--- src/llc_pkg.sv ---
package llc_pkg;

    localparam int TAG_BITS = 8;
    localparam int SET_BITS = 4;
    localparam int LINE_BITS = 128;
    localparam int ID_BITS = 4;

    typedef logic [TAG_BITS-1:0] tag_t;
    typedef logic [SET_BITS-1:0] set_t;
    typedef logic [TAG_BITS+SET_BITS-1:0] line_addr_t;
    typedef logic [LINE_BITS-1:0] line_t;
    typedef logic [ID_BITS-1:0] req_id_t;

    // Tag in the upper bits, set index in the lower bits
    typedef struct packed {
        tag_t tag;
        set_t set;
    } addr_split_t;

    // Flat view for the memory channel, split view for lookup
    typedef union packed {
        line_addr_t  flat;
        addr_split_t split;
    } llc_addr_u;

    typedef enum logic [1:0] {
        OP_READ,
        OP_WRITE,
        OP_FLUSH
    } llc_op_e;

endpackage

--- src/llc_ifs.sv ---
`timescale 1ns/1ns

// Captured item handed from the input stage to the controller
interface llc_req_if;
    logic               pending;
    llc_pkg::llc_op_e   op;
    llc_pkg::llc_addr_u addr;
    llc_pkg::line_t     line;
    llc_pkg::req_id_t   id;
    logic               take;

    modport stage (output pending, op, addr, line, id, input take);
    modport ctrl (input pending, op, addr, line, id, output take);
endinterface


--- src/llc_input_stage.sv ---
`timescale 1ns/1ns

module llc_input_stage (
    input  logic                clk,
    input  logic                rst,
    input  logic                req_valid_i,
    output logic                req_ready_o,
    input  logic                req_write_i,
    input  llc_pkg::line_addr_t req_addr_i,
    input  llc_pkg::line_t      req_line_i,
    input  llc_pkg::req_id_t    req_id_i,
    input  logic                flush_valid_i,
    output logic                flush_ready_o,
    input  logic                decode_i,
    llc_req_if.stage            req
);
    logic req_fire;
    logic flush_fire;

    // Flush wins when both are offered
    assign flush_ready_o = decode_i && !req.pending;
    assign req_ready_o = flush_ready_o && !flush_valid_i;
    assign flush_fire = flush_valid_i && flush_ready_o;
    assign req_fire = req_valid_i && req_ready_o;

    always_ff @(posedge clk or negedge rst) begin
        if (!rst) begin
            req.pending <= 1'b0;
            req.op <= llc_pkg::OP_READ;
        end else if (flush_fire) begin
            req.pending <= 1'b1;
            req.op <= llc_pkg::OP_FLUSH;
        end else if (req_fire) begin
            req.pending <= 1'b1;
            req.op <= req_write_i ? llc_pkg::OP_WRITE : llc_pkg::OP_READ;
        end else if (req.take) begin
            req.pending <= 1'b0;
        end
    end

    // Payload stays put until the next capture
    always_ff @(posedge clk) begin
        if (req_fire) begin
            req.addr.flat <= req_addr_i;
            req.line <= req_line_i;
            req.id <= req_id_i;
        end
    end

    a_take_pending: assert property (@(posedge clk) disable iff (!rst)
        req.take |-> req.pending);

endmodule

--- src/flat_wrapper.sv ---
// flat-port wrapper written by rule: the top's interface ports become plain ports
module llc_input_stage_flat 
  (clk, rst, req_valid_i, req_ready_o, req_write_i, req_addr_i, req_line_i, req_id_i, flush_valid_i, flush_ready_o, decode_i, req_pending, req_op, req_addr, req_line, req_id, req_take);
  llc_req_if req_i ();
  input  logic clk;
  input  logic rst;
  input  logic req_valid_i;
  output logic req_ready_o;
  input  logic req_write_i;
  input  llc_pkg::line_addr_t req_addr_i;
  input  llc_pkg::line_t req_line_i;
  input  llc_pkg::req_id_t req_id_i;
  input  logic flush_valid_i;
  output logic flush_ready_o;
  input  logic decode_i;
  output wire logic [$bits(req_i.pending)-1:0] req_pending;
  output wire logic [$bits(req_i.op)-1:0] req_op;
  output wire logic [$bits(req_i.addr)-1:0] req_addr;
  output wire logic [$bits(req_i.line)-1:0] req_line;
  output wire logic [$bits(req_i.id)-1:0] req_id;
  input wire logic [$bits(req_i.take)-1:0] req_take;
  assign req_pending = req_i.pending;
  assign req_op = req_i.op;
  assign req_addr = req_i.addr;
  assign req_line = req_i.line;
  assign req_id = req_i.id;
  assign req_i.take = req_take;
  llc_input_stage u_core (.clk(clk), .rst(rst), .req_valid_i(req_valid_i), .req_ready_o(req_ready_o), .req_write_i(req_write_i), .req_addr_i(req_addr_i), .req_line_i(req_line_i), .req_id_i(req_id_i), .flush_valid_i(flush_valid_i), .flush_ready_o(flush_ready_o), .decode_i(decode_i), .req(req_i));
endmodule
--- config.mk ---
export PLATFORM = sky130hd
export DESIGN_NAME = llc_input_stage_flat
export DESIGN_NICKNAME = d
export VERILOG_FILES = /design/src/llc_pkg.sv /design/src/llc_ifs.sv /design/src/llc_input_stage.sv /design/src/flat_wrapper.sv
export SDC_FILE = /design/constraint.sdc
export NUM_CORES = 1
export LEC_CHECK = 0
export BUFFER_PORTS_ARGS = -buffer_cell sky130_fd_sc_hd__buf_2
export CAP_MARGIN = 20
export CORE_MARGIN = 5
export CORE_UTILIZATION = 37
export DETAILED_ROUTE_END_ITERATION = 16
export PLACE_DENSITY = 0.84
export SKIP_CTS_REPAIR_TIMING = 1
export SYNTH_ARGS = -nofsm -noshare
export SYNTH_HDL_FRONTEND = slang
export SYNTH_SLANG_ARGS = --single-unit
--- constraint.sdc ---
create_clock -name clk -period 7.6 [get_ports clk]
set_clock_uncertainty 0.2 [all_clocks]
set_input_delay 0.76 -clock clk [delete_from_list [all_inputs] [get_ports clk]]
set_output_delay 0.76 -clock clk [all_outputs]
set_load 0.02 [all_outputs]
==> run_results.csv <==
group,metric,value,unit
finish,instances_no_fill,641,
synthesis,synth_area,0.00448,sq mm
detailed_routing,drc,0,
timing,finalCritPeriodShare,38.6,%
floorplan,dieArea,0.0144,sq mm
floorplan,core,0.0119,sq mm
finish,drive_gt1_share,66.3,%
synthesis,ys_seq_area_share,98.3,%
detailed_routing,via_per_inst,4.43,
global_routing,grt_pass1_vias,3067,
placement,placed_cells,607,
power,power_density,257,mW/mm^2
detailed_routing,drtIter0Drc,142,
floorplan,ios,300,
placement,port_buffers,299,
timing,slew_headroom,40.0,%
finish,syn_to_final_growth,49.2,%
clock_tree,clock_latency,0.41,ns
setup_path,critPathLaunchType,"flop",
power,ir_drop,0.157,mV
outcome,status,"finished clean",
detailed_routing,wl_per_cell,17.9,microns
detailed_routing,first_pass_iters,4,
finish,final_util,56.1,%
floorplan,die_w,120,microns
clock_tree,cts-root-buf,"clkbuf_16",
placement,hpwl,8.92,mm
clock_tree,cts.sinks,147,
timing,tns,0,ns
timing,period_needed,2.93,ns
detailed_routing,vias,2842,
timing,finalHoldViolCount,0,
finish,fill_cells,955,
synthesis,avgSynthCellArea,28.1,sq um
placement,post_dp_cell_area,0.00618,sq mm
timing,setup_viol,0,
synthesis,synth_warnings,0,
timing,maxSlewViolCount,0,
synthesis,synthCells,159,
synthesis,synth_cell_type_count,11,
setup_path,critical_path_class,"reg -> reg",
synthesis,synth_nets,310,
floorplan,die_y,120,microns
timing,tightest_slew,0.900,ns
finish,final_cell_area,0.00668,sq mm
detailed_routing,ant_nets,0,
timing,rsz0062_at_grt,"false",
timing,setup_ws,4.67,ns
setup_path,cp_max_fo,74,
detailed_routing,wl,11.5,mm
floorplan,start_util,37.6,%
global_routing,grt-ovfl-total,0,
timing,fmax,341,MHz
synthesis,ys_ff_latch,147,
worst_hold_path,holdCritPathClass,"in -> reg",
global_routing,grt_max_degree,75,
setup_path,cp.arrival,2.76,ns
clock_tree,clkTransAtPathRegs,0.06,ns
placement,dp_slack,4.26,ns
clock_tree,cts_buffer_depth,2,
clock_tree,h-tree-depth,4,
global_routing,grt_pass1_wl,16.6,mm
clock_tree,cts_tree,"yes",
clock_tree,numCtsBuffers,17,
finish,fin_nets,631,
setup_path,required,7.42,ns
job,cap_violations,0,
placement,gp_congestion,0.782,
global_routing,gr-usage-all-layers,15.7,%
floorplan,num_rows,40,
power,leakagePower,2.82,nW
setup_path,end_kind,"flop",
global_routing,antenna_found_initial,0,
per-layer routing:
metal | global-route usage (%) | routed length, microns
met1 | 16.3 | 3880
met2 | 26.8 | 6100
met3 | 8.39 | 1330
met4 | 5.94 | 138
met5 | 0 | 0
final timing paths:
kind                                                 from                        endpoint  slack, ns  cells past startpoint
setup / recovery           u_core.req.pending$_DFFE_PN0P_    u_core.req.addr[8]$_DFFE_PP_       4.67                      6
hold / removal                             req_line_i[31]   u_core.req.line[31]$_DFFE_PP_       0.32                      1
setup reg to reg           u_core.req.pending$_DFFE_PN0P_    u_core.req.addr[8]$_DFFE_PP_       4.67                      6
hold reg to reg              u_core.req.op[0]$_DFFE_PN0P_    u_core.req.op[0]$_DFFE_PN0P_       0.32                      2
max in group asynchronous                             rst  u_core.req.pending$_DFFE_PN0P_       6.62                      2
min in group asynchronous                             rst    u_core.req.op[0]$_DFFE_PN0P_       0.48                      2
logic make-up (layout without fill, tap and decap cells):
| kind of cell | after synthesis | in the layout | synth area share, % |
|---|---|---|---|
| buffers and inverters | 1 | 335 | 0.140 |
| muxes | 1 | 1 | 0.224 |
| and+or+nand+nor | 6 | 6 | 0.811 |
| AOI/OAI and AO/OA | 4 | 4 | 0.531 |
| DFF | 147 | 147 | 98.3 |
| other | 0 | 1 | 0 |
layout make-up:
type                            instances  area [sq um]  share of cell area [%]
Sequential cell                       147          4400                    65.9
Timing Repair Buffer                  302          1520                    22.8
Clock buffer                           23           448                    6.71
Tap cell                              147           184                    2.75
Multi-Input combinational cell         11          77.6                    1.16
Clock inverter                          9          40.0                   0.599
Inverter                                1          6.26                  0.0937
Antenna cell                            1          2.50                  0.0375
synth_stat cells, drive strengths merged:
master	number	area (sq um)
nand3	1	5.00
nand2	1	6.26
nor2	3	11.3
a22o	1	8.76
nand2b	1	13.8
edfxtp	144	4320
dfrtp	3	75.1
inv	1	6.26
o21ai	3	15.0
mux2i	1	10.0
where the power goes:
part	total, W	switching [W]	leakage, nW	internal, W
Combinational	0.000104	0.0000601	1.23	0.0000437
Sequential	0.000924	0.00000624	1.35	0.000917
Clock	0.000689	0.000281	0.242	0.000408
Total	0.00172	0.000347	2.82	0.00137
through the flow:
step	hold WS, ns	total power (W)
detailed placement	0.291	0.00104
global placement	0.274	0.00104
CTS	-0.0844	0.00174
global route	0.296	0.00179
floorplan	0.264	0.000982
finish	0.324	0.00172
flip-flops by register name (all words and copies together) (netlist names):
| register | count |
|---|---|
| u_core.req.line | 128 |
| u_core.req.addr | 12 |
| u_core.req.op | 2 |
| u_core.req.id | 4 |
| u_core.req.pending | 1 |
placed cells by master, fill, tap and decap left out:
master	synthesis	final
clkbuf_16	0	17
dfrtp_1	3	3
nor2_4	0	1
o21ai_0	1	1
dlygate4sd3_1	0	1
buf_2	0	299
edfxtp_1	144	144
diode_2	0	1
clkbuf_1	0	6
buf_4	0	2
mux2i_1	1	1
clkinv_1	0	4
o21ai_1	2	2
clkinv_2	0	5
nor2_1	3	2
nand2b_4	1	1
inv_4	1	1
nand3_1	1	1
a22o_1	1	1
nand2_2	1	1
critical path, cell delays in order (launching register included):
cell and delay (ns):
dfrtp_1 0.41, nand2b_4 0.18, inv_4 0.07, nand2_2 0.08, nor2_4 0.08, buf_4 0.66, buf_4 0.82
Power figures use the tool's default switching activity.
