## config.mk

```make
export PLATFORM = sky130hd
export DESIGN_NAME = llc_set_buffer_flat
export DESIGN_NICKNAME = d
export VERILOG_FILES = /design/src/llc_pkg.sv /design/src/llc_ifs.sv /design/src/llc_set_buffer.sv /design/src/flat_wrapper.sv
export SDC_FILE = /design/constraint.sdc
export NUM_CORES = 2
export LEC_CHECK = 0
export BUFFER_PORTS_ARGS = -buffer_cell sky130_fd_sc_hd__clkbuf_2
export CORE_AREA = 4 4 595 597
export DETAILED_ROUTE_END_ITERATION = 12
export DIE_AREA = 0 0 599 601
export MAX_ROUTING_LAYER = met4
export SYNTH_ARGS = -nofsm -noshare
export SYNTH_HDL_FRONTEND = slang
export SYNTH_SLANG_ARGS = --single-unit
```

## constraint.sdc

```tcl
create_clock -name clk -period 14.9 [get_ports clk]
set_clock_uncertainty 0.1 [all_clocks]
set_input_delay 0.745 -clock clk [delete_from_list [all_inputs] [get_ports clk]]
set_output_delay 0.745 -clock clk [all_outputs]
set_load 0.01 [all_outputs]
```

## src/llc_pkg.sv

```systemverilog
package llc_pkg;

    localparam int TAG_BITS = 8;
    localparam int SET_BITS = 4;
    localparam int LINE_BITS = 128;
    localparam int ID_BITS = 4;

    typedef logic [TAG_BITS-1:0] tag_t;
    typedef logic [SET_BITS-1:0] set_t;
    typedef logic [TAG_BITS+SET_BITS-1:0] line_addr_t;
    typedef logic [LINE_BITS-1:0] line_t;
    typedef logic [ID_BITS-1:0] req_id_t;

    // Tag in the upper bits, set index in the lower bits
    typedef struct packed {
        tag_t tag;
        set_t set;
    } addr_split_t;

    // Flat view for the memory channel, split view for lookup
    typedef union packed {
        line_addr_t  flat;
        addr_split_t split;
    } llc_addr_u;

    typedef enum logic [1:0] {
        OP_READ,
        OP_WRITE,
        OP_FLUSH
    } llc_op_e;

endpackage

```

## src/llc_ifs.sv

```systemverilog


// Controller view of the way buffers
interface llc_buf_if #(
    parameter int WAYS = 4
);
    localparam int WAY_BITS = $clog2(WAYS);

    logic                hit;
    logic [WAY_BITS-1:0] hit_way;
    logic [WAY_BITS-1:0] victim_way;
    logic                victim_valid;
    logic                victim_dirty;
    llc_pkg::tag_t       victim_tag;
    llc_pkg::line_t      victim_line;
    llc_pkg::line_t      way_line;
    logic [WAYS-1:0]     dirty_mask;

    llc_pkg::set_t       set_idx;
    logic                load;
    logic [WAY_BITS-1:0] wr_way;
    llc_pkg::line_t      wr_line;
    llc_pkg::tag_t       wr_tag;
    logic                wr_dirty;
    logic                wr_valid;
    logic                wr_strobe;
    logic                invalidate_all;
    logic                advance_ptr;
    logic                commit;

    modport buffer (
        output hit, hit_way, victim_way, victim_valid, victim_dirty, victim_tag,
               victim_line, way_line, dirty_mask,
        input  set_idx, load, wr_way, wr_line, wr_tag, wr_dirty, wr_valid, wr_strobe,
               invalidate_all, advance_ptr, commit
    );
    modport ctrl (
        input  hit, hit_way, victim_way, victim_valid, victim_dirty, victim_tag,
               victim_line, way_line, dirty_mask,
        output set_idx, load, wr_way, wr_line, wr_tag, wr_dirty, wr_valid, wr_strobe,
               invalidate_all, advance_ptr, commit
    );
endinterface

// Whole-set access to local memory
interface llc_array_if #(
    parameter int WAYS = 4
);
    localparam int WAY_BITS = $clog2(WAYS);

    llc_pkg::set_t                  set_idx;
    logic                           rd_en;
    logic                           wr_en;
    llc_pkg::tag_t  [WAYS-1:0]      wr_tag;
    logic           [WAYS-1:0]      wr_valid;
    logic           [WAYS-1:0]      wr_dirty;
    llc_pkg::line_t [WAYS-1:0]      wr_line;
    logic           [WAY_BITS-1:0]  wr_ptr;
    llc_pkg::tag_t  [WAYS-1:0]      rd_tag;
    logic           [WAYS-1:0]      rd_valid;
    logic           [WAYS-1:0]      rd_dirty;
    llc_pkg::line_t [WAYS-1:0]      rd_line;
    logic           [WAY_BITS-1:0]  rd_ptr;

    modport client (
        output set_idx, rd_en, wr_en, wr_tag, wr_valid, wr_dirty, wr_line, wr_ptr,
        input  rd_tag, rd_valid, rd_dirty, rd_line, rd_ptr
    );
    modport array (
        input  set_idx, rd_en, wr_en, wr_tag, wr_valid, wr_dirty, wr_line, wr_ptr,
        output rd_tag, rd_valid, rd_dirty, rd_line, rd_ptr
    );
endinterface

```

## src/llc_set_buffer.sv

```systemverilog
`timescale 1ns/1ns

module llc_set_buffer #(
    parameter int WAYS = 4
) (
    input logic          clk,
    input logic          rst,
    llc_buf_if.buffer    ctl,
    llc_array_if.client  arr
);
    localparam int WAY_BITS = $clog2(WAYS);

    llc_pkg::tag_t  [WAYS-1:0] tag_q, tag_v;
    llc_pkg::line_t [WAYS-1:0] line_q, line_v;
    logic [WAYS-1:0]           valid_q, valid_v;
    logic [WAYS-1:0]           dirty_q, dirty_v;
    logic [WAY_BITS-1:0]       ptr_q, ptr_v;
    logic                      load_q;

    always_ff @(posedge clk or negedge rst) begin
        if (!rst) begin
            load_q <= 1'b0;
        end else begin
            load_q <= ctl.load;
        end
    end

    // Read data shows straight through during LOOKUP
    assign tag_v = load_q ? arr.rd_tag : tag_q;
    assign line_v = load_q ? arr.rd_line : line_q;
    assign valid_v = load_q ? arr.rd_valid : valid_q;
    assign dirty_v = load_q ? arr.rd_dirty : dirty_q;
    assign ptr_v = load_q ? arr.rd_ptr : ptr_q;

    always_ff @(posedge clk) begin
        if (load_q) begin
            tag_q <= arr.rd_tag;
            line_q <= arr.rd_line;
            valid_q <= arr.rd_valid;
            dirty_q <= arr.rd_dirty;
            ptr_q <= arr.rd_ptr;
        end else begin
            if (ctl.wr_strobe) begin
                tag_q[ctl.wr_way] <= ctl.wr_tag;
                line_q[ctl.wr_way] <= ctl.wr_line;
                valid_q[ctl.wr_way] <= ctl.wr_valid;
                dirty_q[ctl.wr_way] <= ctl.wr_dirty;
            end
            if (ctl.invalidate_all) begin
                valid_q <= '0;
                dirty_q <= '0;
                ptr_q <= '0;
            end else if (ctl.advance_ptr && ptr_q == ctl.wr_way) begin
                // Round robin only moves when the fill used the pointer way
                ptr_q <= ptr_q + 1'b1;
            end
        end
    end

    // Tag compare against the request tag
    always_comb begin
        ctl.hit = 1'b0;
        ctl.hit_way = '0;
        for (int w = 0; w < WAYS; w++) begin
            if (valid_v[w] && tag_v[w] == ctl.wr_tag) begin
                ctl.hit = 1'b1;
                ctl.hit_way = WAY_BITS'(w);
            end
        end
    end

    // Lowest invalid way, else the pointer
    always_comb begin
        ctl.victim_way = ptr_v;
        for (int w = WAYS - 1; w >= 0; w--) begin
            if (!valid_v[w]) begin
                ctl.victim_way = WAY_BITS'(w);
            end
        end
    end

    // Victim fields follow the way the controller is working on
    assign ctl.victim_tag = tag_v[ctl.wr_way];
    assign ctl.victim_line = line_v[ctl.wr_way];
    assign ctl.victim_valid = valid_v[ctl.wr_way];
    assign ctl.victim_dirty = dirty_v[ctl.wr_way];
    assign ctl.way_line = line_v[ctl.hit_way];
    assign ctl.dirty_mask = valid_v & dirty_v;

    assign arr.set_idx = ctl.set_idx;
    assign arr.rd_en = ctl.load;
    assign arr.wr_en = ctl.commit;
    assign arr.wr_tag = tag_q;
    assign arr.wr_line = line_q;
    assign arr.wr_valid = valid_q;
    assign arr.wr_dirty = dirty_q;
    assign arr.wr_ptr = ptr_q;

endmodule

```

## src/flat_wrapper.sv

```systemverilog
// flat-port wrapper written by rule: the top's interface ports become plain ports
module llc_set_buffer_flat 
#(
    parameter int WAYS = 4
)
  (clk, rst, ctl_hit, ctl_hit_way, ctl_victim_way, ctl_victim_valid, ctl_victim_dirty, ctl_victim_tag, ctl_victim_line, ctl_way_line, ctl_dirty_mask, ctl_set_idx, ctl_load, ctl_wr_way, ctl_wr_line, ctl_wr_tag, ctl_wr_dirty, ctl_wr_valid, ctl_wr_strobe, ctl_invalidate_all, ctl_advance_ptr, ctl_commit, arr_set_idx, arr_rd_en, arr_wr_en, arr_wr_tag, arr_wr_valid, arr_wr_dirty, arr_wr_line, arr_wr_ptr, arr_rd_tag, arr_rd_valid, arr_rd_dirty, arr_rd_line, arr_rd_ptr);
  llc_buf_if #(.WAYS(WAYS)) ctl_i ();
  llc_array_if #(.WAYS(WAYS)) arr_i ();
  input logic clk;
  input logic rst;
  output wire logic [$bits(ctl_i.hit)-1:0] ctl_hit;
  output wire logic [$bits(ctl_i.hit_way)-1:0] ctl_hit_way;
  output wire logic [$bits(ctl_i.victim_way)-1:0] ctl_victim_way;
  output wire logic [$bits(ctl_i.victim_valid)-1:0] ctl_victim_valid;
  output wire logic [$bits(ctl_i.victim_dirty)-1:0] ctl_victim_dirty;
  output wire logic [$bits(ctl_i.victim_tag)-1:0] ctl_victim_tag;
  output wire logic [$bits(ctl_i.victim_line)-1:0] ctl_victim_line;
  output wire logic [$bits(ctl_i.way_line)-1:0] ctl_way_line;
  output wire logic [$bits(ctl_i.dirty_mask)-1:0] ctl_dirty_mask;
  input wire logic [$bits(ctl_i.set_idx)-1:0] ctl_set_idx;
  input wire logic [$bits(ctl_i.load)-1:0] ctl_load;
  input wire logic [$bits(ctl_i.wr_way)-1:0] ctl_wr_way;
  input wire logic [$bits(ctl_i.wr_line)-1:0] ctl_wr_line;
  input wire logic [$bits(ctl_i.wr_tag)-1:0] ctl_wr_tag;
  input wire logic [$bits(ctl_i.wr_dirty)-1:0] ctl_wr_dirty;
  input wire logic [$bits(ctl_i.wr_valid)-1:0] ctl_wr_valid;
  input wire logic [$bits(ctl_i.wr_strobe)-1:0] ctl_wr_strobe;
  input wire logic [$bits(ctl_i.invalidate_all)-1:0] ctl_invalidate_all;
  input wire logic [$bits(ctl_i.advance_ptr)-1:0] ctl_advance_ptr;
  input wire logic [$bits(ctl_i.commit)-1:0] ctl_commit;
  output wire logic [$bits(arr_i.set_idx)-1:0] arr_set_idx;
  output wire logic [$bits(arr_i.rd_en)-1:0] arr_rd_en;
  output wire logic [$bits(arr_i.wr_en)-1:0] arr_wr_en;
  output wire logic [$bits(arr_i.wr_tag)-1:0] arr_wr_tag;
  output wire logic [$bits(arr_i.wr_valid)-1:0] arr_wr_valid;
  output wire logic [$bits(arr_i.wr_dirty)-1:0] arr_wr_dirty;
  output wire logic [$bits(arr_i.wr_line)-1:0] arr_wr_line;
  output wire logic [$bits(arr_i.wr_ptr)-1:0] arr_wr_ptr;
  input wire logic [$bits(arr_i.rd_tag)-1:0] arr_rd_tag;
  input wire logic [$bits(arr_i.rd_valid)-1:0] arr_rd_valid;
  input wire logic [$bits(arr_i.rd_dirty)-1:0] arr_rd_dirty;
  input wire logic [$bits(arr_i.rd_line)-1:0] arr_rd_line;
  input wire logic [$bits(arr_i.rd_ptr)-1:0] arr_rd_ptr;
  assign ctl_hit = ctl_i.hit;
  assign ctl_hit_way = ctl_i.hit_way;
  assign ctl_victim_way = ctl_i.victim_way;
  assign ctl_victim_valid = ctl_i.victim_valid;
  assign ctl_victim_dirty = ctl_i.victim_dirty;
  assign ctl_victim_tag = ctl_i.victim_tag;
  assign ctl_victim_line = ctl_i.victim_line;
  assign ctl_way_line = ctl_i.way_line;
  assign ctl_dirty_mask = ctl_i.dirty_mask;
  assign ctl_i.set_idx = ctl_set_idx;
  assign ctl_i.load = ctl_load;
  assign ctl_i.wr_way = ctl_wr_way;
  assign ctl_i.wr_line = ctl_wr_line;
  assign ctl_i.wr_tag = ctl_wr_tag;
  assign ctl_i.wr_dirty = ctl_wr_dirty;
  assign ctl_i.wr_valid = ctl_wr_valid;
  assign ctl_i.wr_strobe = ctl_wr_strobe;
  assign ctl_i.invalidate_all = ctl_invalidate_all;
  assign ctl_i.advance_ptr = ctl_advance_ptr;
  assign ctl_i.commit = ctl_commit;
  assign arr_set_idx = arr_i.set_idx;
  assign arr_rd_en = arr_i.rd_en;
  assign arr_wr_en = arr_i.wr_en;
  assign arr_wr_tag = arr_i.wr_tag;
  assign arr_wr_valid = arr_i.wr_valid;
  assign arr_wr_dirty = arr_i.wr_dirty;
  assign arr_wr_line = arr_i.wr_line;
  assign arr_wr_ptr = arr_i.wr_ptr;
  assign arr_i.rd_tag = arr_rd_tag;
  assign arr_i.rd_valid = arr_rd_valid;
  assign arr_i.rd_dirty = arr_rd_dirty;
  assign arr_i.rd_line = arr_rd_line;
  assign arr_i.rd_ptr = arr_rd_ptr;
  llc_set_buffer #(.WAYS(WAYS)) u_core (.clk(clk), .rst(rst), .ctl(ctl_i), .arr(arr_i));
endmodule
```

==> metrics.md <==
| Metric | Value |
|---|---|
| Post-synthesis register bit count | `roughly 560` |
| H-tree depth | `3` |
| DR WL/cell | `43.7 um` |
| Drt drc | `0` |
| Worst reg2reg path endpoint | `u_core.arr.wr_line[168]` |
| CP arrival | `between 7 and 8 ns` |
| Seq pwr share | `34.9%` |
| Starting Density | `between 10 and 15%` |
| Avg Cell Area, Syn | `11.1 um2` |
| Clock power frac | `about 38%` |
| ANT nets after route | `0` |
| Core area | `349000 um2` |
| Hold depth | `2` |
| DIE HEIGHT | `approximately 600 um` |
| Reg2Reg Depth | `6` |
| Hold Path Origin | `arr_rd_line[210]` |
| Post-detail-place hpwl | `339000 um` |
| Top_reg_cell synth | `edfxtp_1` |
| Sw frac | `approximately 38%` |
| Clock Latency Late Sink | `0.82 ns` |
| Largest net degree at the start of global routing | `about 180` |
| Critical setup path kind | `flip-flop to output port` |
| Vias | `41300` |
| Synthesis Warnings | `0` |
| Critical Path End Type | `output port` |
| Worst slew margin | `between 10% and 20%` |
| Final WL | `413000 um` |
| Maximum clock rate | `approximately 120 MHz` |
| Num rows | `217` |
| Clk root buf | `clkbuf_16` |
| Worst-margin pin slew | `between 1 and 1.5 ns` |
| Switching pwr | `2060 uW` |
| Antenna violations before repair | `177` |
| Crit path launch type | `flip-flop` |
| Inst Count DP | `just over 9000` |
| Power per cell area | `103 nW/um2` |
| Synth Net Count | `around 4100` |
| Filler cell count | `between 30000 and 40000` |
| Worst r2r src | `u_core.load_q` |
| Hold buffer count at CTS | `2` |
| Sink Count | `about 560` |
| Int Pwr | `between 3000 and 4000 uW` |
| HP Class | `input port to flip-flop` |
| Area Overhead vs Synth | `41.7%` |
| Setup Fix Bufs, Post-CTS | `0` |
| Number of port buffers | `1529` |
| Post-synth EDFFs | `~550` |
| Status | `complete, no violations` |
| RSZ-0062 raised after global routing | `no` |
| Max clock buf depth | `4` |
| Number of nets in the layout | `around 5400` |
| First-pass GRT wire length | `between 500000 and 600000 um` |
| Grt ovf | `0` |
| CTS clk-pin slew, worst paths | `roughly 0.060 ns` |
| Hold_ws | `between 0.1 and 0.15 ns` |
| Number of max-cap violations | `0` |
| Synth async-reset ratio | `0.180%` |
| Ports | `1540` |
| Horiz. Die Dim | `between 500 and 600 um` |
| Gpl congestion | `~1.1` |
| CTS buffer count | `86` |
| DRT iter0 DRCs | `approximately 6000` |
| Post-synthesis cell area | `about 37000 um2` |
| Reg2Reg Setup Slack | `just under 10 ns` |
| Final setup viols | `0` |
| Register area share after synthesis | `about 45%` |
| Die area | `roughly 360000 um2` |
| Number of hold violations in the final report | `0` |
| Crit share post-route | `a little over half` |
| Setup TNS | `0 ns` |
| Lkg Pwr | `approximately 0.023 uW` |
| Worst Path Max Fanout | `61` |
| Fin cells | `9432` |
| Vias in the first global route | `38500` |
| Share of layout cells above drive strength 1 | `between 40 and 50%` |
| CTS tree | `built` |
| 1st-pass router iterations | `7` |
| GRT Total Usage | `approximately 22%` |
| Post-synthesis cell type count | `43` |
| Peak supply drop | `0.0000804 V` |
| WHS Endpoint | `u_core.arr.wr_line[210]` |
| Period minus WS final | `slightly above 8 ns` |
| Worst EP required | `14.06 ns` |
| Comb pwr share | `27.1%` |
| # resized after CTS | `0` |
| Most common cell after layout, fill and taps aside | `clkbuf_2` |
| Avg Vias per Cell | `approximately 4.4` |
| Syn Inst Count | `between 3000 and 4000` |
| Most frequent cells in the layout | `clkbuf_2, edfxtp_1, a22o_1, mux2i_1, nand2_1` |
| Max-slew violations | `0` |
[worst max path at each step]
stage	from	end	slack, ns	cells after the start
floorplan	u_core.load_q	u_core.arr.wr_line[128]	9.16	8
global placement	u_core.load_q	ctl_way_line[53]	7.95	10
detailed placement	u_core.load_q	ctl_way_line[53]	7.90	10
CTS	u_core.load_q	ctl_way_line[53]	6.97	10
global route	u_core.load_q	ctl_way_line[62]	6.80	10
finish	u_core.load_q	ctl_way_line[53]	6.83	10
[synthesized netlist by cell type, types with 9 or more instances]
master	number	share of area, %
clkbuf_1	230	2.3
edfxtp_1	554	44
buf_2	117	1.6
buf_1	23	0.23
a211oi_1	130	2.6
a31o_2	134	3.1
a22o_1	545	13
nor2_1	138	1.4
nand2_1	299	3.0
nand4_1	131	2.2
a21o_1	128	2.6
mux2i_1	543	15
nand3_1	9	0.12
mux2_2	130	3.9
xnor2_1	25	0.59
buf_4	15	0.30
o31ai_1	133	2.7
xor2_1	13	0.30
[worst max-delay path: stages, from the launching register on]
cell,delay [ns]
dfrtp_4,0.68
buf_4,0.69
buf_4,0.72
mux2i_1,0.39
xnor2_1,0.12
nor4_2,0.52
nand4_1,1.01
buf_4,0.68
o31ai_1,0.47
a21o_1,0.58
clkbuf_2,0.26
[layer usage]
metal,share of wire (%),up-vias,track usage (%)
li1,-,16200,-
met1,37,21200,25.3
met2,43,3289,33.0
met3,14,566,11.4
met4,5.3,0,9.93
met5,0,-,-
[cell families after synthesis]
family,Yosys count,synth area share [%]
DFF,555,44.6
and+or+nand+nor,606,7.24
xor gates and xnor gates,38,0.890
muxes,676,18.6
buffers and inverters,395,4.55
AOI/OAI and AO/OA,1092,24.1
[sequential cells by signal, summed over array words and instances (netlist names)]
name and flops:
u_core.arr.wr_line 512, u_core.arr.wr_tag 32, u_core.arr.wr_dirty 4, u_core.arr.wr_valid 4, u_core.arr.wr_ptr 2, u_core.load_q 1
[power groups by stage]
stage | Combinational, uW | Sequential (uW) | Clock [uW]
2_1_floorplan | 558 | 1960 | 0
4_1_cts | 1490 | 1910 | 2140
3_5_place_dp | 1480 | 1940 | 0
3_3_place_gp | 1490 | 1940 | 0
6_report | 1480 | 1910 | 2080
5_1_grt | 1540 | 1910 | 2190
[layout make-up]
type | count | area, um2 | area share (%)
Multi-Input combinational cell | 2412 | 19200 | 36.3
Sequential cell | 555 | 16700 | 31.5
Timing Repair Buffer | 1607 | 8420 | 15.9
Tap cell | 4599 | 5750 | 10.9
Clock buffer | 105 | 2220 | 4.20
Clock inverter | 46 | 403 | 0.761
Antenna cell | 100 | 250 | 0.472
Inverter | 8 | 45.0 | 0.0850
[per-stage QoR]
step	instance area, um2	setup WS, ns	total power (uW)	utilization, %
after global placement	50100	7.95	3430	14.4
after CTS	52700	6.97	5540	15.1
after global routing	53000	6.80	5640	15.2
after floorplan	37400	9.16	2520	-
final	53000	6.83	5480	15.2
after detailed placement	50100	7.90	3420	14.4
Note: power is estimated with default switching activity, not from simulation.
