--- src/llc_pkg.sv ---
package llc_pkg;

    localparam int TAG_BITS = 8;
    localparam int SET_BITS = 4;
    localparam int LINE_BITS = 128;
    localparam int ID_BITS = 4;

    typedef logic [TAG_BITS-1:0] tag_t;
    typedef logic [SET_BITS-1:0] set_t;
    typedef logic [TAG_BITS+SET_BITS-1:0] line_addr_t;
    typedef logic [LINE_BITS-1:0] line_t;
    typedef logic [ID_BITS-1:0] req_id_t;

    // Tag in the upper bits, set index in the lower bits
    typedef struct packed {
        tag_t tag;
        set_t set;
    } addr_split_t;

    // Flat view for the memory channel, split view for lookup
    typedef union packed {
        line_addr_t  flat;
        addr_split_t split;
    } llc_addr_u;

    typedef enum logic [1:0] {
        OP_READ,
        OP_WRITE,
        OP_FLUSH
    } llc_op_e;

endpackage

--- src/llc_ifs.sv ---
`timescale 1ns/1ns

// Captured item handed from the input stage to the controller
interface llc_req_if;
    logic               pending;
    llc_pkg::llc_op_e   op;
    llc_pkg::llc_addr_u addr;
    llc_pkg::line_t     line;
    llc_pkg::req_id_t   id;
    logic               take;

    modport stage (output pending, op, addr, line, id, input take);
    modport ctrl (input pending, op, addr, line, id, output take);
endinterface

// Controller view of the way buffers
interface llc_buf_if #(
    parameter int WAYS = 4
);
    localparam int WAY_BITS = $clog2(WAYS);

    logic                hit;
    logic [WAY_BITS-1:0] hit_way;
    logic [WAY_BITS-1:0] victim_way;
    logic                victim_valid;
    logic                victim_dirty;
    llc_pkg::tag_t       victim_tag;
    llc_pkg::line_t      victim_line;
    llc_pkg::line_t      way_line;
    logic [WAYS-1:0]     dirty_mask;

    llc_pkg::set_t       set_idx;
    logic                load;
    logic [WAY_BITS-1:0] wr_way;
    llc_pkg::line_t      wr_line;
    llc_pkg::tag_t       wr_tag;
    logic                wr_dirty;
    logic                wr_valid;
    logic                wr_strobe;
    logic                invalidate_all;
    logic                advance_ptr;
    logic                commit;

    modport buffer (
        output hit, hit_way, victim_way, victim_valid, victim_dirty, victim_tag,
               victim_line, way_line, dirty_mask,
        input  set_idx, load, wr_way, wr_line, wr_tag, wr_dirty, wr_valid, wr_strobe,
               invalidate_all, advance_ptr, commit
    );
    modport ctrl (
        input  hit, hit_way, victim_way, victim_valid, victim_dirty, victim_tag,
               victim_line, way_line, dirty_mask,
        output set_idx, load, wr_way, wr_line, wr_tag, wr_dirty, wr_valid, wr_strobe,
               invalidate_all, advance_ptr, commit
    );
endinterface


--- src/llc_ctrl.sv ---
`timescale 1ns/1ns

module llc_ctrl #(
    parameter int WAYS = 4
) (
    input  logic                clk,
    input  logic                rst,
    output logic                decode_o,
    llc_req_if.ctrl             req,
    llc_buf_if.ctrl             ctl,
    output logic                rsp_valid_o,
    input  logic                rsp_ready_i,
    output llc_pkg::req_id_t    rsp_id_o,
    output llc_pkg::line_t      rsp_line_o,
    output logic                rsp_hit_o,
    output logic                mem_req_valid_o,
    input  logic                mem_req_ready_i,
    output logic                mem_req_write_o,
    output llc_pkg::line_addr_t mem_req_addr_o,
    output llc_pkg::line_t      mem_req_line_o,
    input  logic                mem_rsp_valid_i,
    output logic                mem_rsp_ready_o,
    input  llc_pkg::line_t      mem_rsp_line_i,
    output logic                flush_done_valid_o,
    input  logic                flush_done_ready_i
);
    localparam int WAY_BITS = $clog2(WAYS);

    localparam logic [2:0] DECODE = 3'b000;
    localparam logic [2:0] READ = 3'b001;
    localparam logic [2:0] LOOKUP = 3'b011;
    localparam logic [2:0] PROCESS = 3'b010;
    localparam logic [2:0] UPDATE = 3'b110;

    logic [2:0]          state, next_state;
    logic                hit_q, wb_q, rd_q, fill_q, flushing_q;
    logic [WAY_BITS-1:0] way_q, flush_way;
    logic [WAYS-1:0]     done_mask_q, todo_mask;
    llc_pkg::set_t       flush_set_q;
    llc_pkg::llc_addr_u  wb_addr;
    logic                in_process, is_read, is_write, last_set;
    logic                wb_phase, rd_phase, fill_phase, rsp_phase, flush_wb;
    logic                rsp_fire, mem_req_fire, mem_rsp_fire, done_fire, process_done;

    assign in_process = state == PROCESS;
    assign is_read = req.op == llc_pkg::OP_READ;
    assign is_write = req.op == llc_pkg::OP_WRITE;
    assign last_set = flush_set_q == '1;

    // Miss sequence: write-back, read request, fill, response
    assign wb_phase = !flushing_q && !hit_q && ctl.victim_valid && ctl.victim_dirty && !wb_q;
    assign rd_phase = !flushing_q && !hit_q && is_read && !wb_phase && !rd_q;
    assign fill_phase = !flushing_q && !hit_q && is_read && rd_q && !fill_q;
    assign rsp_phase = !flushing_q && !wb_phase && !rd_phase && !fill_phase;

    // Flush writes back dirty ways lowest first
    assign todo_mask = ctl.dirty_mask & ~done_mask_q;
    assign flush_wb = flushing_q && |todo_mask;

    always_comb begin
        flush_way = '0;
        for (int w = WAYS - 1; w >= 0; w--) begin
            if (todo_mask[w]) begin
                flush_way = WAY_BITS'(w);
            end
        end
    end

    always_comb begin
        wb_addr.split.tag = ctl.victim_tag;
        wb_addr.split.set = ctl.set_idx;
    end

    assign rsp_valid_o = in_process && rsp_phase;
    assign rsp_id_o = req.id;
    assign rsp_line_o = is_write ? req.line : ctl.way_line;
    assign rsp_hit_o = hit_q;
    assign mem_req_valid_o = in_process && (wb_phase || rd_phase || flush_wb);
    assign mem_req_write_o = wb_phase || flush_wb;
    assign mem_req_addr_o = (wb_phase || flushing_q) ? wb_addr.flat : req.addr.flat;
    assign mem_req_line_o = ctl.victim_line;
    assign mem_rsp_ready_o = in_process && fill_phase;
    assign flush_done_valid_o = in_process && flushing_q && !flush_wb && last_set;

    assign rsp_fire = rsp_valid_o && rsp_ready_i;
    assign mem_req_fire = mem_req_valid_o && mem_req_ready_i;
    assign mem_rsp_fire = mem_rsp_valid_i && mem_rsp_ready_o;
    assign done_fire = flush_done_valid_o && flush_done_ready_i;
    assign process_done = in_process &&
        (flushing_q ? (!flush_wb && (!last_set || done_fire)) : rsp_fire);

    assign decode_o = state == DECODE && !flushing_q;
    assign req.take = decode_o && req.pending;

    assign ctl.set_idx = flushing_q ? flush_set_q : req.addr.split.set;
    assign ctl.load = state == READ;
    assign ctl.wr_way = flushing_q ? flush_way : way_q;
    assign ctl.wr_tag = req.addr.split.tag;
    assign ctl.wr_line = is_write ? req.line : mem_rsp_line_i;
    assign ctl.wr_dirty = is_write;
    assign ctl.wr_valid = 1'b1;
    assign ctl.wr_strobe = mem_rsp_fire || (rsp_fire && is_write);
    assign ctl.invalidate_all = process_done && flushing_q;
    assign ctl.advance_ptr = process_done && !flushing_q && !hit_q;
    assign ctl.commit = state == UPDATE;

    always_comb begin
        next_state = state;
        case (state)
            DECODE: begin
                if (flushing_q || req.pending) begin
                    next_state = READ;
                end
            end
            READ: next_state = LOOKUP;
            LOOKUP: next_state = PROCESS;
            PROCESS: begin
                if (process_done) begin
                    next_state = UPDATE;
                end
            end
            UPDATE: next_state = DECODE;
            default: next_state = DECODE;
        endcase
    end

    always_ff @(posedge clk or negedge rst) begin
        if (!rst) begin
            state <= DECODE;
            hit_q <= 1'b0;
            way_q <= '0;
            wb_q <= 1'b0;
            rd_q <= 1'b0;
            fill_q <= 1'b0;
            done_mask_q <= '0;
            flushing_q <= 1'b0;
            flush_set_q <= '0;
        end else begin
            state <= next_state;
            if (state == LOOKUP) begin
                hit_q <= ctl.hit;
                way_q <= ctl.hit ? ctl.hit_way : ctl.victim_way;
                wb_q <= 1'b0;
                rd_q <= 1'b0;
                fill_q <= 1'b0;
                done_mask_q <= '0;
            end
            if (mem_req_fire) begin
                if (flushing_q) begin
                    done_mask_q[flush_way] <= 1'b1;
                end else if (wb_phase) begin
                    wb_q <= 1'b1;
                end else begin
                    rd_q <= 1'b1;
                end
            end
            if (mem_rsp_fire) begin
                fill_q <= 1'b1;
            end
            if (req.take && req.op == llc_pkg::OP_FLUSH) begin
                flushing_q <= 1'b1;
            end
            // Walk ends after the last set is committed
            if (state == UPDATE && flushing_q) begin
                flush_set_q <= flush_set_q + 1'b1;
                if (last_set) begin
                    flushing_q <= 1'b0;
                end
            end
        end
    end

    a_rsp_hold: assert property (@(posedge clk) disable iff (!rst)
        rsp_valid_o && !rsp_ready_i |=>
        rsp_valid_o && $stable({rsp_id_o, rsp_line_o, rsp_hit_o}));

    a_mem_req_hold: assert property (@(posedge clk) disable iff (!rst)
        mem_req_valid_o && !mem_req_ready_i |=>
        mem_req_valid_o && $stable({mem_req_write_o, mem_req_addr_o, mem_req_line_o}));

endmodule

--- src/flat_wrapper.sv ---
// flat-port wrapper written by rule: the top's interface ports become plain ports
module llc_ctrl_flat 
#(
    parameter int WAYS = 4
)
  (clk, rst, decode_o, rsp_valid_o, rsp_ready_i, rsp_id_o, rsp_line_o, rsp_hit_o, mem_req_valid_o, mem_req_ready_i, mem_req_write_o, mem_req_addr_o, mem_req_line_o, mem_rsp_valid_i, mem_rsp_ready_o, mem_rsp_line_i, flush_done_valid_o, flush_done_ready_i, req_pending, req_op, req_addr, req_line, req_id, req_take, ctl_hit, ctl_hit_way, ctl_victim_way, ctl_victim_valid, ctl_victim_dirty, ctl_victim_tag, ctl_victim_line, ctl_way_line, ctl_dirty_mask, ctl_set_idx, ctl_load, ctl_wr_way, ctl_wr_line, ctl_wr_tag, ctl_wr_dirty, ctl_wr_valid, ctl_wr_strobe, ctl_invalidate_all, ctl_advance_ptr, ctl_commit);
  llc_req_if req_i ();
  llc_buf_if #(.WAYS(WAYS)) ctl_i ();
  input  logic clk;
  input  logic rst;
  output logic decode_o;
  output logic rsp_valid_o;
  input  logic rsp_ready_i;
  output llc_pkg::req_id_t rsp_id_o;
  output llc_pkg::line_t rsp_line_o;
  output logic rsp_hit_o;
  output logic mem_req_valid_o;
  input  logic mem_req_ready_i;
  output logic mem_req_write_o;
  output llc_pkg::line_addr_t mem_req_addr_o;
  output llc_pkg::line_t mem_req_line_o;
  input  logic mem_rsp_valid_i;
  output logic mem_rsp_ready_o;
  input  llc_pkg::line_t mem_rsp_line_i;
  output logic flush_done_valid_o;
  input  logic flush_done_ready_i;
  input wire logic [$bits(req_i.pending)-1:0] req_pending;
  input wire logic [$bits(req_i.op)-1:0] req_op;
  input wire logic [$bits(req_i.addr)-1:0] req_addr;
  input wire logic [$bits(req_i.line)-1:0] req_line;
  input wire logic [$bits(req_i.id)-1:0] req_id;
  output wire logic [$bits(req_i.take)-1:0] req_take;
  input wire logic [$bits(ctl_i.hit)-1:0] ctl_hit;
  input wire logic [$bits(ctl_i.hit_way)-1:0] ctl_hit_way;
  input wire logic [$bits(ctl_i.victim_way)-1:0] ctl_victim_way;
  input wire logic [$bits(ctl_i.victim_valid)-1:0] ctl_victim_valid;
  input wire logic [$bits(ctl_i.victim_dirty)-1:0] ctl_victim_dirty;
  input wire logic [$bits(ctl_i.victim_tag)-1:0] ctl_victim_tag;
  input wire logic [$bits(ctl_i.victim_line)-1:0] ctl_victim_line;
  input wire logic [$bits(ctl_i.way_line)-1:0] ctl_way_line;
  input wire logic [$bits(ctl_i.dirty_mask)-1:0] ctl_dirty_mask;
  output wire logic [$bits(ctl_i.set_idx)-1:0] ctl_set_idx;
  output wire logic [$bits(ctl_i.load)-1:0] ctl_load;
  output wire logic [$bits(ctl_i.wr_way)-1:0] ctl_wr_way;
  output wire logic [$bits(ctl_i.wr_line)-1:0] ctl_wr_line;
  output wire logic [$bits(ctl_i.wr_tag)-1:0] ctl_wr_tag;
  output wire logic [$bits(ctl_i.wr_dirty)-1:0] ctl_wr_dirty;
  output wire logic [$bits(ctl_i.wr_valid)-1:0] ctl_wr_valid;
  output wire logic [$bits(ctl_i.wr_strobe)-1:0] ctl_wr_strobe;
  output wire logic [$bits(ctl_i.invalidate_all)-1:0] ctl_invalidate_all;
  output wire logic [$bits(ctl_i.advance_ptr)-1:0] ctl_advance_ptr;
  output wire logic [$bits(ctl_i.commit)-1:0] ctl_commit;
  assign req_i.pending = req_pending;
  assign req_i.op = req_op;
  assign req_i.addr = req_addr;
  assign req_i.line = req_line;
  assign req_i.id = req_id;
  assign req_take = req_i.take;
  assign ctl_i.hit = ctl_hit;
  assign ctl_i.hit_way = ctl_hit_way;
  assign ctl_i.victim_way = ctl_victim_way;
  assign ctl_i.victim_valid = ctl_victim_valid;
  assign ctl_i.victim_dirty = ctl_victim_dirty;
  assign ctl_i.victim_tag = ctl_victim_tag;
  assign ctl_i.victim_line = ctl_victim_line;
  assign ctl_i.way_line = ctl_way_line;
  assign ctl_i.dirty_mask = ctl_dirty_mask;
  assign ctl_set_idx = ctl_i.set_idx;
  assign ctl_load = ctl_i.load;
  assign ctl_wr_way = ctl_i.wr_way;
  assign ctl_wr_line = ctl_i.wr_line;
  assign ctl_wr_tag = ctl_i.wr_tag;
  assign ctl_wr_dirty = ctl_i.wr_dirty;
  assign ctl_wr_valid = ctl_i.wr_valid;
  assign ctl_wr_strobe = ctl_i.wr_strobe;
  assign ctl_invalidate_all = ctl_i.invalidate_all;
  assign ctl_advance_ptr = ctl_i.advance_ptr;
  assign ctl_commit = ctl_i.commit;
  llc_ctrl #(.WAYS(WAYS)) u_core (.clk(clk), .rst(rst), .decode_o(decode_o), .req(req_i), .ctl(ctl_i), .rsp_valid_o(rsp_valid_o), .rsp_ready_i(rsp_ready_i), .rsp_id_o(rsp_id_o), .rsp_line_o(rsp_line_o), .rsp_hit_o(rsp_hit_o), .mem_req_valid_o(mem_req_valid_o), .mem_req_ready_i(mem_req_ready_i), .mem_req_write_o(mem_req_write_o), .mem_req_addr_o(mem_req_addr_o), .mem_req_line_o(mem_req_line_o), .mem_rsp_valid_i(mem_rsp_valid_i), .mem_rsp_ready_o(mem_rsp_ready_o), .mem_rsp_line_i(mem_rsp_line_i), .flush_done_valid_o(flush_done_valid_o), .flush_done_ready_i(flush_done_ready_i));
endmodule
--- config.mk ---
export PLATFORM = sky130hd
export DESIGN_NAME = llc_ctrl_flat
export DESIGN_NICKNAME = d
export VERILOG_FILES = /design/src/llc_pkg.sv /design/src/llc_ifs.sv /design/src/llc_ctrl.sv /design/src/flat_wrapper.sv
export SDC_FILE = /design/constraint.sdc
export NUM_CORES = 1
export LEC_CHECK = 0
export ABC_AREA = 1
export BUFFER_PORTS_ARGS = -buffer_cell sky130_fd_sc_hd__buf_2
export CORE_AREA = 5 5 381 383
export DETAILED_ROUTE_END_ITERATION = 10
export DIE_AREA = 0 0 386 388
export PLACE_DENSITY = 0.3
export SYNTH_ARGS = -nofsm -noshare
export SYNTH_HDL_FRONTEND = slang
export SYNTH_SLANG_ARGS = --single-unit
export TNS_END_PERCENT = 10
--- constraint.sdc ---
create_clock -name clk -period 2.1 [get_ports clk]
set_clock_uncertainty 0.15 [all_clocks]
set_input_delay 0.42 -clock clk [delete_from_list [all_inputs] [get_ports clk]]
set_output_delay 0.42 -clock clk [all_outputs]
set_load 0.01 [all_outputs]
==> impl_metrics.py <==
metrics = {
    "sta": {
        "setup_viol": 208,
        "worst_slack_ns": -0.1792,
        "rsz0062_at_grt": "yes",
        "holdWs_ns": 0.2862,
        "final_hold_viol_count": 0,
        "min_period_ns": 2.279,
        "max_freq_ghz": 0.4387,
        "drv_slew": 0,
        "fin_crit_sh_pct": 108.5,
    },
    "yosys": {
        "synth_seq_cells": 18,
        "syn_inst": 989,
        "syn-num-nets": 1546,
        "synth_ff_type": "dfrtp_1",
        "yosysWarnings": 0,
        "synth-edff-count": 0,
        "ys_types": 31,
        "syn_area_um2": 4885,
        "seq_area_frac_synth_pct": 9.221,
        "async_flop_share_pct": 100.0,
        "avgSynthCellArea_um2": 4.939,
    },
    "place": {
        "routabilityCongestion": 0.9745,
        "hpwl_um": 78990,
        "port_buffers": 719,
    },
    "grt": {
        "grt_max_degree": 38,
        "grt.overflow.total": 0,
        "antenna_found_initial": 65,
        "grt_pass1_wl_um": 103700,
        "first_global_vias": 9140,
        "grt_usage_pct": 10.70,
    },
    "final_layout": {
        "fin_nets": 2229,
        "final_cell_mix": "586 x buf_2, 457 x nand2_1, 162 x nand2_2",
        "syn_to_final_growth_pct": 174.7,
        "drive_gt1_share_pct": 67.90,
        "multi_input_area_um2": 4151,
        "final_common_cell": "buf_2",
        "fill_cells": 16819,
        "final_util_pct": 9.513,
        "final-seq-area_um2": 451.7,
    },
    "floorplanning": {
        "die_x_um": 386,
        "rows": 138,
        "coreArea_um2": 141100,
        "ios": 985,
        "die_h_um": 388,
        "start_util_pct": 3.463,
        "dieArea_um2": 149800,
    },
    "setup_path": {
        "cp-end-kind": "primary output",
        "worstPathArrival_ns": 1.71,
        "path_max_fanout": 7,
        "required_ns": 1.53,
        "startpoint_type": "input port",
        "crit_type": "in2out",
    },
    "run_status": {
        "violations": "negative setup slack",
        "outcome": "finished, violations left",
    },
    "cts": {
        "cts.sink_count": 18,
        "cts_max_path_buffers": 2,
        "cts_tree": "built",
        "cts_made_buffers": 3,
        "clockRootBuffer": "clkbuf_16",
        "cts-htree-levels": 1,
        "clk_latency_ns": 0.26,
        "clk_transition_reported_paths_ns": 0.06,
    },
    "hold_path": {
        "hold_class": "in2reg",
    },
    "pwr": {
        "p_seq_share_pct": 10.2,
        "leakagePower_uw": 0.007147,
        "switching_share_pct": 50.70,
        "internal_power_uw": 2897,
        "pwr-share-comb_pct": 83.0,
        "powerDensity_nw_per_um2": 437.8,
        "p_switching_uw": 2978,
        "pwr-share-clk_pct": 6.8,
        "ir_drop_mv": 0.3617,
    },
    "route": {
        "detail-route-antenna-nets": 0,
        "vias_per_cell": 2.628,
        "dr.first_iter.drc_count": 557,
        "wirelength_um": 86370,
        "drc": 0,
        "vias": 9378,
        "drt_pass1_iterations": 4,
        "wl_per_cell_um": 24.21,
    },
    "job": {
        "drv_cap": 0,
    },
}
## sequential cells by signal, summed over array words and instances, names as in the netlist
register and count:
u_core.done_mask_q 4, u_core.fill_q 1, u_core.rsp_hit_o 1, u_core.flushing_q 1, u_core.state 3, u_core.way_q 2
u_core.flush_set_q 4, u_core.wb_q 1, u_core.rd_q 1
## final cells by class
cell class / instances / area share (%)
antenna: 8 / 0.1492
multi-input combinational: 756 / 30.93
tap: 1890 / 17.62
inverter: 26 / 0.8671
sequential: 18 / 3.366
timing repair buffer: 867 / 46.50
clock buffer: 3 / 0.5594
## kinds of logic (layout without fill, tap and decap cells)
kind of cell / count (synthesis) / count (layout) / share of synthesized area, %
muxes: 8 / 8 / 1.844
xor gates and xnor gates: 3 / 3 / 0.5380
other: 1 / 9 / 0.07677
adders and majority gates: 1 / 1 / 0.2561
DFF: 18 / 18 / 9.221
and+or+nand+nor: 722 / 722 / 57.45
buffers and inverters: 215 / 896 / 28.23
AOI/OAI and AO/OA: 21 / 21 / 2.382
## critical path, cell delays in order
cell and delay (ns):
buf_8 0.11, nor2_4 0.14, buf_12 0.16, buf_16 0.15, buf_12 0.14, buf_12 0.13
buf_8 0.12, buf_6 0.10, nand2_4 0.04, nand2_1 0.04, buf_2 0.12
## metrics by stage
| step | TNS [ns] | instance area (um^2) | power (uW) | worst slack, ns | instances |
|---|---|---|---|---|---|
| after detailed placement | -47.43 | 10770 | 4723 | -0.6955 | 3521 |
| final | -15.48 | 13420 | 5875 | -0.1792 | 3568 |
| after CTS | -26.85 | 12760 | 5795 | -0.2159 | 3551 |
| after floorplan | 0 | 4885 | 2460 | 0.1414 | 989 |
| after global routing | -32.44 | 13400 | 6318 | -0.2577 | 3561 |
| after global placement | -50.54 | 10770 | 4747 | -0.7095 | 3521 |
## cell usage after synthesis, types with 8 or more instances
library cell	n	area (um^2)
nand2_1	681	2556
inv_1	22	82.58
buf_4	145	1089
clkbuf_1	26	97.59
mux2_2	8	90.09
o21ai_0	10	50.05
nor2_1	16	60.06
dfrtp_1	18	450.4
buf_2	16	80.08
## power groups by stage
stage / registers, uW / clock network [uW] / logic, uW
finish: 600 / 397 / 4880
detailed placement: 606 / 0 / 4120
floorplan: 594 / 0 / 1870
global placement: 605 / 0 / 4140
CTS: 601 / 409 / 4780
global route: 618 / 424 / 5280
## final timing paths
check,from,cells past startpoint,slack (ns),to
max,req_op[1],11,-0.18,rsp_line_o[95]
min reg2reg,u_core.done_mask_q[1],2,0.33,u_core.done_mask_q[1]
max reg2reg,u_core.state[2],11,0.31,u_core.state[0]
min,ctl_hit_way[1],3,0.29,u_core.way_q[1]
max in group asynchronous,rst,2,0.83,u_core.flushing_q
min in group asynchronous,rst,2,0.61,u_core.done_mask_q[0]
## what timing repair did
| item | CTS | global route |
|---|---|---|
| hold buffers | 1 | 0 |
| endpoints found under the setup margin | 276 | 277 |
| buffers inserted | 19 | 10 |
| pin swaps | 44 | 29 |
| resized for setup | 422 | 163 |
| cloned | 7 | 1 |
| endpoints found under the hold margin | 18 | 0 |
## metal layers
layer | vias to the layer above | GRT usage (%) | wire length (um)
met4 | 52 | 1.283 | 1583
met5 | - | 1.137 | 509
met3 | 171 | 7.543 | 14140
li1 | 4210 | - | -
met2 | 662 | 16.94 | 38060
met1 | 4283 | 11.99 | 32070
(Power assumes the default switching activity.)
